--- src/wr_path_pkg.sv ---
package wr_path_pkg;

    ////////////////////////////////////////////////////////////
    // bus and channel sizes
    ////////////////////////////////////////////////////////////
    localparam int NUM_CHAN   = 4;      // write channels
    localparam int USER_W     = 32;     // user word width
    localparam int AXI_W      = 64;     // bus data width
    localparam int AXI_BYTES  = 8;      // bytes per beat
    localparam int ADDR_W     = 30;     // byte address width

    localparam int FIFO_DEPTH = 16;     // beats per channel
    localparam int FIFO_AW    = 4;      // log2 of depth

    ////////////////////////////////////////////////////////////
    // shared types
    ////////////////////////////////////////////////////////////
    typedef logic [USER_W-1:0]  user_word_t;
    typedef logic [ADDR_W-1:0]  axi_addr_t;

    // beats in a burst are len + 1
    typedef logic [7:0]         burst_len_t;

    // fill level, one bit wider than the pointer so 16 fits
    typedef logic [FIFO_AW:0]   beat_cnt_t;

    // one bus beat, either the raw word or two user lanes
    typedef union packed {
        logic [AXI_W-1:0]       word;
        user_word_t [1:0]       lane;   // lane 0 is the low half, earlier word
    } axi_beat_u;

endpackage

--- src/wr_req_if.sv ---
`timescale 1ns/1ns

interface wr_req_if;
    import wr_path_pkg::*;

    logic       req;    // enough beats buffered for one burst
    logic       grant;  // held until the burst is done
    axi_addr_t  addr;   // start of this channel's next burst
    burst_len_t len;    // awlen for the burst
    axi_beat_u  data;   // fifo head beat
    logic       pop;    // one W beat accepted

    modport chan (
        output req,
        output addr,
        output len,
        output data,
        input  grant,
        input  pop
    );

    modport arb (
        input  req,
        input  addr,
        input  len,
        input  data,
        output grant,
        output pop
    );

endinterface

--- src/wr_chan_fifo.sv ---
`timescale 1ns/1ns

module wr_chan_fifo (
    input  logic                    wr_clk,
    input  logic                    rst_n,
    input  logic                    wr_en,
    input  wr_path_pkg::user_word_t wr_data,
    input  logic                    pop,
    output wr_path_pkg::axi_beat_u  head,
    output wr_path_pkg::beat_cnt_t  count,
    output logic                    full
);
    import wr_path_pkg::*;

    ////////////////////////////////////////////////////////////
    // word pair packer
    ////////////////////////////////////////////////////////////
    user_word_t         lo_word;        // first word of a pair
    logic               lo_vld;         // lone word waiting for its partner
    axi_beat_u          pack_beat;
    logic               pack_vld;       // beat ready to go into memory

    always_ff @(posedge wr_clk or negedge rst_n) begin
        if (!rst_n) begin
            lo_vld   <= 1'b0;
            pack_vld <= 1'b0;
        end else begin
            pack_vld <= wr_en & lo_vld;     // pair completes on this word
            if (wr_en) begin
                lo_vld <= ~lo_vld;
            end
        end
    end

    always_ff @(posedge wr_clk) begin
        if (wr_en && !lo_vld) begin
            lo_word <= wr_data;
        end
        if (wr_en && lo_vld) begin
            pack_beat.lane[0] <= lo_word;   // earlier word low
            pack_beat.lane[1] <= wr_data;
        end
    end

    ////////////////////////////////////////////////////////////
    // beat memory, show-ahead read
    ////////////////////////////////////////////////////////////
    axi_beat_u          mem [FIFO_DEPTH];
    logic [FIFO_AW-1:0] wr_ptr;
    logic [FIFO_AW-1:0] rd_ptr;
    logic               push;
    logic               pop_ok;

    assign full   = (count == beat_cnt_t'(FIFO_DEPTH));
    assign push   = pack_vld & ~full;       // completed pair lost when full
    assign pop_ok = pop & (count != '0);
    assign head   = mem[rd_ptr];            // oldest beat always visible

    always_ff @(posedge wr_clk) begin
        if (push) begin
            mem[wr_ptr] <= pack_beat;
        end
    end

    always_ff @(posedge wr_clk or negedge rst_n) begin
        if (!rst_n) begin
            wr_ptr <= '0;
            rd_ptr <= '0;
            count  <= '0;
        end else begin
            if (push) begin
                wr_ptr <= wr_ptr + 1'b1;
            end
            if (pop_ok) begin
                rd_ptr <= rd_ptr + 1'b1;
            end
            case ({push, pop_ok})
                2'b10:   count <= count + 1'b1;
                2'b01:   count <= count - 1'b1;
                default: count <= count;    // none or both
            endcase
        end
    end

endmodule

--- src/wr_channel_ctrl.sv ---
`timescale 1ns/1ns

module wr_channel_ctrl (
    input  logic                    wr_clk,
    input  logic                    rst_n,
    input  logic                    wr_en,
    input  wr_path_pkg::user_word_t wr_data,
    input  wr_path_pkg::axi_addr_t  beg_addr,
    input  wr_path_pkg::axi_addr_t  end_addr,
    input  wr_path_pkg::burst_len_t burst_len,
    output logic                    wr_full,
    wr_req_if.chan                  req_port
);
    import wr_path_pkg::*;

    beat_cnt_t  count;
    axi_addr_t  offset;         // next burst start, relative to beg_addr
    axi_addr_t  burst_bytes;
    axi_addr_t  next_offset;
    logic       wrap;
    logic       grant_d;
    logic       burst_end;
    logic       enough;

    wr_chan_fifo u_fifo (
        .wr_clk  (wr_clk),
        .rst_n   (rst_n),
        .wr_en   (wr_en),
        .wr_data (wr_data),
        .pop     (req_port.pop),
        .head    (req_port.data),
        .count   (count),
        .full    (wr_full)
    );

    ////////////////////////////////////////////////////////////
    // burst address walk
    ////////////////////////////////////////////////////////////
    assign burst_bytes = (axi_addr_t'(burst_len) + 1'b1) * axi_addr_t'(AXI_BYTES);
    assign next_offset = offset + burst_bytes;

    // following burst must end inside the region
    assign wrap = (beg_addr + next_offset + burst_bytes - 1'b1) > end_addr;

    assign burst_end = grant_d & ~req_port.grant;   // grant just dropped

    // count >= len + 1
    assign enough = 9'(count) > 9'(burst_len);

    always_ff @(posedge wr_clk or negedge rst_n) begin
        if (!rst_n) begin
            offset       <= '0;
            grant_d      <= 1'b0;
            req_port.req <= 1'b0;
        end else begin
            grant_d      <= req_port.grant;
            req_port.req <= enough & ~req_port.grant;
            if (burst_end) begin
                offset <= wrap ? '0 : next_offset;  // back to region start
            end
        end
    end

    assign req_port.addr = beg_addr + offset;   // stable while granted
    assign req_port.len  = burst_len;

endmodule

--- src/flat_wrapper.sv ---
// flat-port wrapper written by rule: the top's interface ports become plain ports
module wr_channel_ctrl_flat import wr_path_pkg::*;
  (wr_clk, rst_n, wr_en, wr_data, beg_addr, end_addr, burst_len, wr_full, req_port_req, req_port_addr, req_port_len, req_port_data, req_port_grant, req_port_pop);
  wr_req_if req_port_i ();
  input  logic wr_clk;
  input  logic rst_n;
  input  logic wr_en;
  input  wr_path_pkg::user_word_t wr_data;
  input  wr_path_pkg::axi_addr_t beg_addr;
  input  wr_path_pkg::axi_addr_t end_addr;
  input  wr_path_pkg::burst_len_t burst_len;
  output logic wr_full;
  output wire logic [$bits(req_port_i.req)-1:0] req_port_req;
  output wire logic [$bits(req_port_i.addr)-1:0] req_port_addr;
  output wire logic [$bits(req_port_i.len)-1:0] req_port_len;
  output wire logic [$bits(req_port_i.data)-1:0] req_port_data;
  input wire logic [$bits(req_port_i.grant)-1:0] req_port_grant;
  input wire logic [$bits(req_port_i.pop)-1:0] req_port_pop;
  assign req_port_req = req_port_i.req;
  assign req_port_addr = req_port_i.addr;
  assign req_port_len = req_port_i.len;
  assign req_port_data = req_port_i.data;
  assign req_port_i.grant = req_port_grant;
  assign req_port_i.pop = req_port_pop;
  wr_channel_ctrl u_core (.wr_clk(wr_clk), .rst_n(rst_n), .wr_en(wr_en), .wr_data(wr_data), .beg_addr(beg_addr), .end_addr(end_addr), .burst_len(burst_len), .wr_full(wr_full), .req_port(req_port_i));
endmodule
--- config.mk ---
export PLATFORM = sky130hd
export DESIGN_NAME = wr_channel_ctrl_flat
export DESIGN_NICKNAME = d
export VERILOG_FILES = /design/src/wr_path_pkg.sv /design/src/wr_req_if.sv /design/src/wr_chan_fifo.sv /design/src/wr_channel_ctrl.sv /design/src/flat_wrapper.sv
export SDC_FILE = /design/constraint.sdc
export NUM_CORES = 1
export LEC_CHECK = 0
export BUFFER_PORTS_ARGS = -buffer_cell sky130_fd_sc_hd__buf_2
export CORE_MARGIN = 3
export CORE_UTILIZATION = 35
export CTS_BUF_LIST = sky130_fd_sc_hd__clkbuf_8
export DETAILED_ROUTE_END_ITERATION = 10
export PLACE_DENSITY = 0.58
export SYNTH_ARGS = -nofsm -noshare
export SYNTH_HDL_FRONTEND = slang
export SYNTH_HIERARCHICAL = 1
export SYNTH_SLANG_ARGS = --single-unit
--- constraint.sdc ---
create_clock -name wr_clk -period 7.05 [get_ports wr_clk]
set_input_delay 0.705 -clock wr_clk [delete_from_list [all_inputs] [get_ports wr_clk]]
set_output_delay 0.705 -clock wr_clk [all_outputs]
set_load 0.005 [all_outputs]
==> impl_metrics.csv <==
group,metric,value,unit
detailed_routing,num_vias,27460,
run,max-cap-violations,0,
synth,synth_cell_types,65,
synth,synth_edf_count,1120,
setup_path,crit_path_end_kind,"flip-flop",
synth,yosysTopAreaCell,"edfxtp_1",
worst_hold_path,hold_path.class,"in -> reg",
synth,async_reset_ff_share,3.780,%
global_route,antenna_found_initial,28,
synth,netlist_area,49440,um2
setup_path,slowest_stage,"or3b_2",
synth,synth.most_common_cell,"edfxtp_1",
floorplan,die_height,381.8,um
finish,nFillCells,12810,
synth,yosys_warnings,6,
global_route,grt_pass1_wl,184.6,mm
synth,ys.flop_type,"edfxtp_1",
setup_path,start_kind,"flip-flop",
synth,synth_nets,3196,
finish,syn_to_final_growth,14.85,%
detailed_routing,drtIter0Drc,2595,
synth,netlist.area_leader.share,68.02,%
floorplan,core_area,139900,um2
timing,clock_skew,59.96,ps
setup_path,cpPeakStageDelay,470,ps
synth,ys_ff_latch,1164,
finish,nets,3598,
timing,period_share,93.76,%
timing,final-hold-violation-count,0,
floorplan,fp.dieArea,145800,um2
floorplan,rows,137,
setup_path,cp_common_cell,"ha_1",
cts,clkSlewWorstSetupHoldPaths,60,ps
detailed_routing,ant_nets,0,
synth,syn_inst,2926,
finish,post-route-cell-area,56780,um2
placed_design,place_congestion,0.8062,
detailed_routing,routedWlPerCell,23.68,um
synth,ys_top_cells_by_area,"edfxtp_1 (68%), mux4_2 (5.8%), mux2i_1 (3.9%), ha_1 (3.9%), dfrtp_1 (2.2%)",
setup_path,worstSetupPathType,"reg -> reg",
floorplan,initial_utilization,35.35,%
finish,layout-drive-gt1-share,23.38,%
synth,syn_avg_cell_area,16.90,um2
setup_path,crit_fanout,5,
floorplan,die_width,381.8,um
pwr,cellLeakagePower,20.49,nW
global_route,grt_overflow,0,
setup_path,cp.arrival,7380,ps
timing,slew_headroom,16.00,%
detailed_routing,routed_wl,126.7,mm
detailed_routing,first_pass_iters,6,
timing,setup_viol,0,
placed_design,io_buffers,208,
cts,tritoncts,"done",
cts,clkSinkCount,1164,
global_route,grtUsageTotal,17.08,%
timing,max_freq,151.3,MHz
timing,worstMarginPinSlew,1257,ps
cts,ctsHtreeMaxLevel,4,
cts,cts_buffers,184,
cts,clockRootBuffer,"clkbuf_8",
synth,ys_top_cells_by_count,"edfxtp_1 (1120), mux2i_1 (192), o21ai_0 (169)",
finish,ff_latch_area,34750,um2
setup_path,cp_data_required_time,7820,ps
timing,finalMaxSlewViolations,0,
timing,hold_ws,75.91,ps
pwr,irDropWorstVdd,0.0004231,V
floorplan,num_io_pins,209,
global_route,grt_pass1_vias,27760,
placed_design,place_hpwl,71.27,mm
synth,synth-seq-area-share,70.25,%
placed_design,dpl-instance-area,53320,um2
cts,clk_latency,880,ps
detailed_routing,avgViaCountPerCell,5.134,
timing,fin_crit,6610,ps
run_status,outcome,"completed",
cts,clk_path_buf_depth,3,
pwr,power.density,395.6,nW/um2
setup_path,r2r_setup_slack,440,ps
global_route,grt_start_max_net_pins,122,
finish,multi_input_area,13550,um2
detailed_routing,drc,0,
==> logic make-up (layout without fill, tap and decap cells) <==
group | Yosys count | after routing | synth area share, %
compound gates | 538 | 538 | 6.985
xor+xnor | 83 | 83 | 1.470
flops | 1164 | 1164 | 70.25
buf+inv | 296 | 835 | 2.885
other cells | 0 | 8 | 0
mux | 386 | 386 | 11.22
simple gates | 294 | 294 | 2.829
fa+ha+maj | 165 | 165 | 4.358
==> power breakdown <==
group          switching, mW  internal, mW
Combinational           4.70          3.45
Clock                   2.62          2.57
Sequential             0.689          8.43
==> timing repair <==
item	4_1_cts	5_1_grt
hold buffers	4	0
endpoints found under the hold margin	48	0
gates resized for setup	0	27
endpoints found under the setup margin	0	27
buffers inserted	0	1
==> registers in the layout (all words and copies together), names as in the netlist <==
signal and cells:
u_core/u_fifo/mem 1024, u_core/u_fifo/wr_ptr 4, u_core/grant_d 1, u_core/req_port.req 1, u_core/offset 27, u_core/u_fifo/pack_beat 64
u_core/u_fifo/pack_vld 1, u_core/u_fifo/rd_ptr 4, u_core/u_fifo/lo_word 32, u_core/u_fifo/lo_vld 1, u_core/u_fifo/count 5
==> per-stage QoR <==
stage               setup TNS [ps]  util, %  instances  total power, mW  setup slack (ps)
floorplan                        0        -       2926            14.36             3.262
global placement             -8173    38.12       5013            17.41            -389.7
detailed placement          -12000    38.12       5013            17.47            -560.4
CTS                              0    40.49       5340            22.69             79.87
global route                -71.14    40.59       5343            23.82            -31.22
finish                           0    40.60       5349            22.46             439.7
==> layer usage <==
layer | track usage (%) | vias to the layer above | wire (um)
li1 | - | 12320 | -
met2 | 27.38 | 868 | 60140
met5 | 0 | - | 66
met3 | 3.825 | 190 | 8433
met4 | 4.801 | 10 | 2536
met1 | 23.39 | 14080 | 55510
==> cells in the final DEF (no fill, tap or decap), drive strengths merged, types with 60 or more instances in the layout <==
master / instances
edfxtp: 1120
buf: 343
inv: 246
mux2i: 192
clkbuf: 185
o21ai: 184
ha: 153
mux4: 128
a21oi: 117
nand2: 115
a221oi: 67
a22oi: 66
mux2: 66
xnor2: 60
==> layout make-up <==
| cell class | instances | area share, % |
|---|---|---|
| sequential | 1164 | 61.19 |
| multi-input combinational | 1466 | 23.86 |
| clock buffer | 185 | 4.484 |
| tap | 1876 | 4.134 |
| timing repair buffer | 347 | 3.915 |
| clock inverter | 138 | 1.289 |
| inverter | 165 | 1.091 |
| antenna | 8 | 0.03525 |
==> path summary, 6_finish.rpt <==
check                                    startpoint                    endpoint  cells after the start
max                                u_core/offset[3]           u_core/offset[20]                     31
min                                     wr_data[26]   u_core/u_fifo/lo_word[26]                      1
max reg2reg                        u_core/offset[3]           u_core/offset[20]                     31
min reg2reg                u_core/u_fifo/lo_word[5]  u_core/u_fifo/pack_beat[5]                      0
max in group asynchronous                     rst_n     u_core/u_fifo/rd_ptr[2]                      3
min in group asynchronous                     rst_n           u_core/offset[20]                      3
==> critical path: cells and delay by family, from the launching register on <==
family / cells / cell delay (ps)
AND/OR/NAND/NOR: 12 / 2530
adder cells (fa/ha/maj): 6 / 1710
AO/OA/AOI/OAI: 9 / 1580
flip-flops: 1 / 390
buffers and inverters: 3 / 240
XOR/XNOR: 1 / 60
Power figures use the tool's default switching activity.
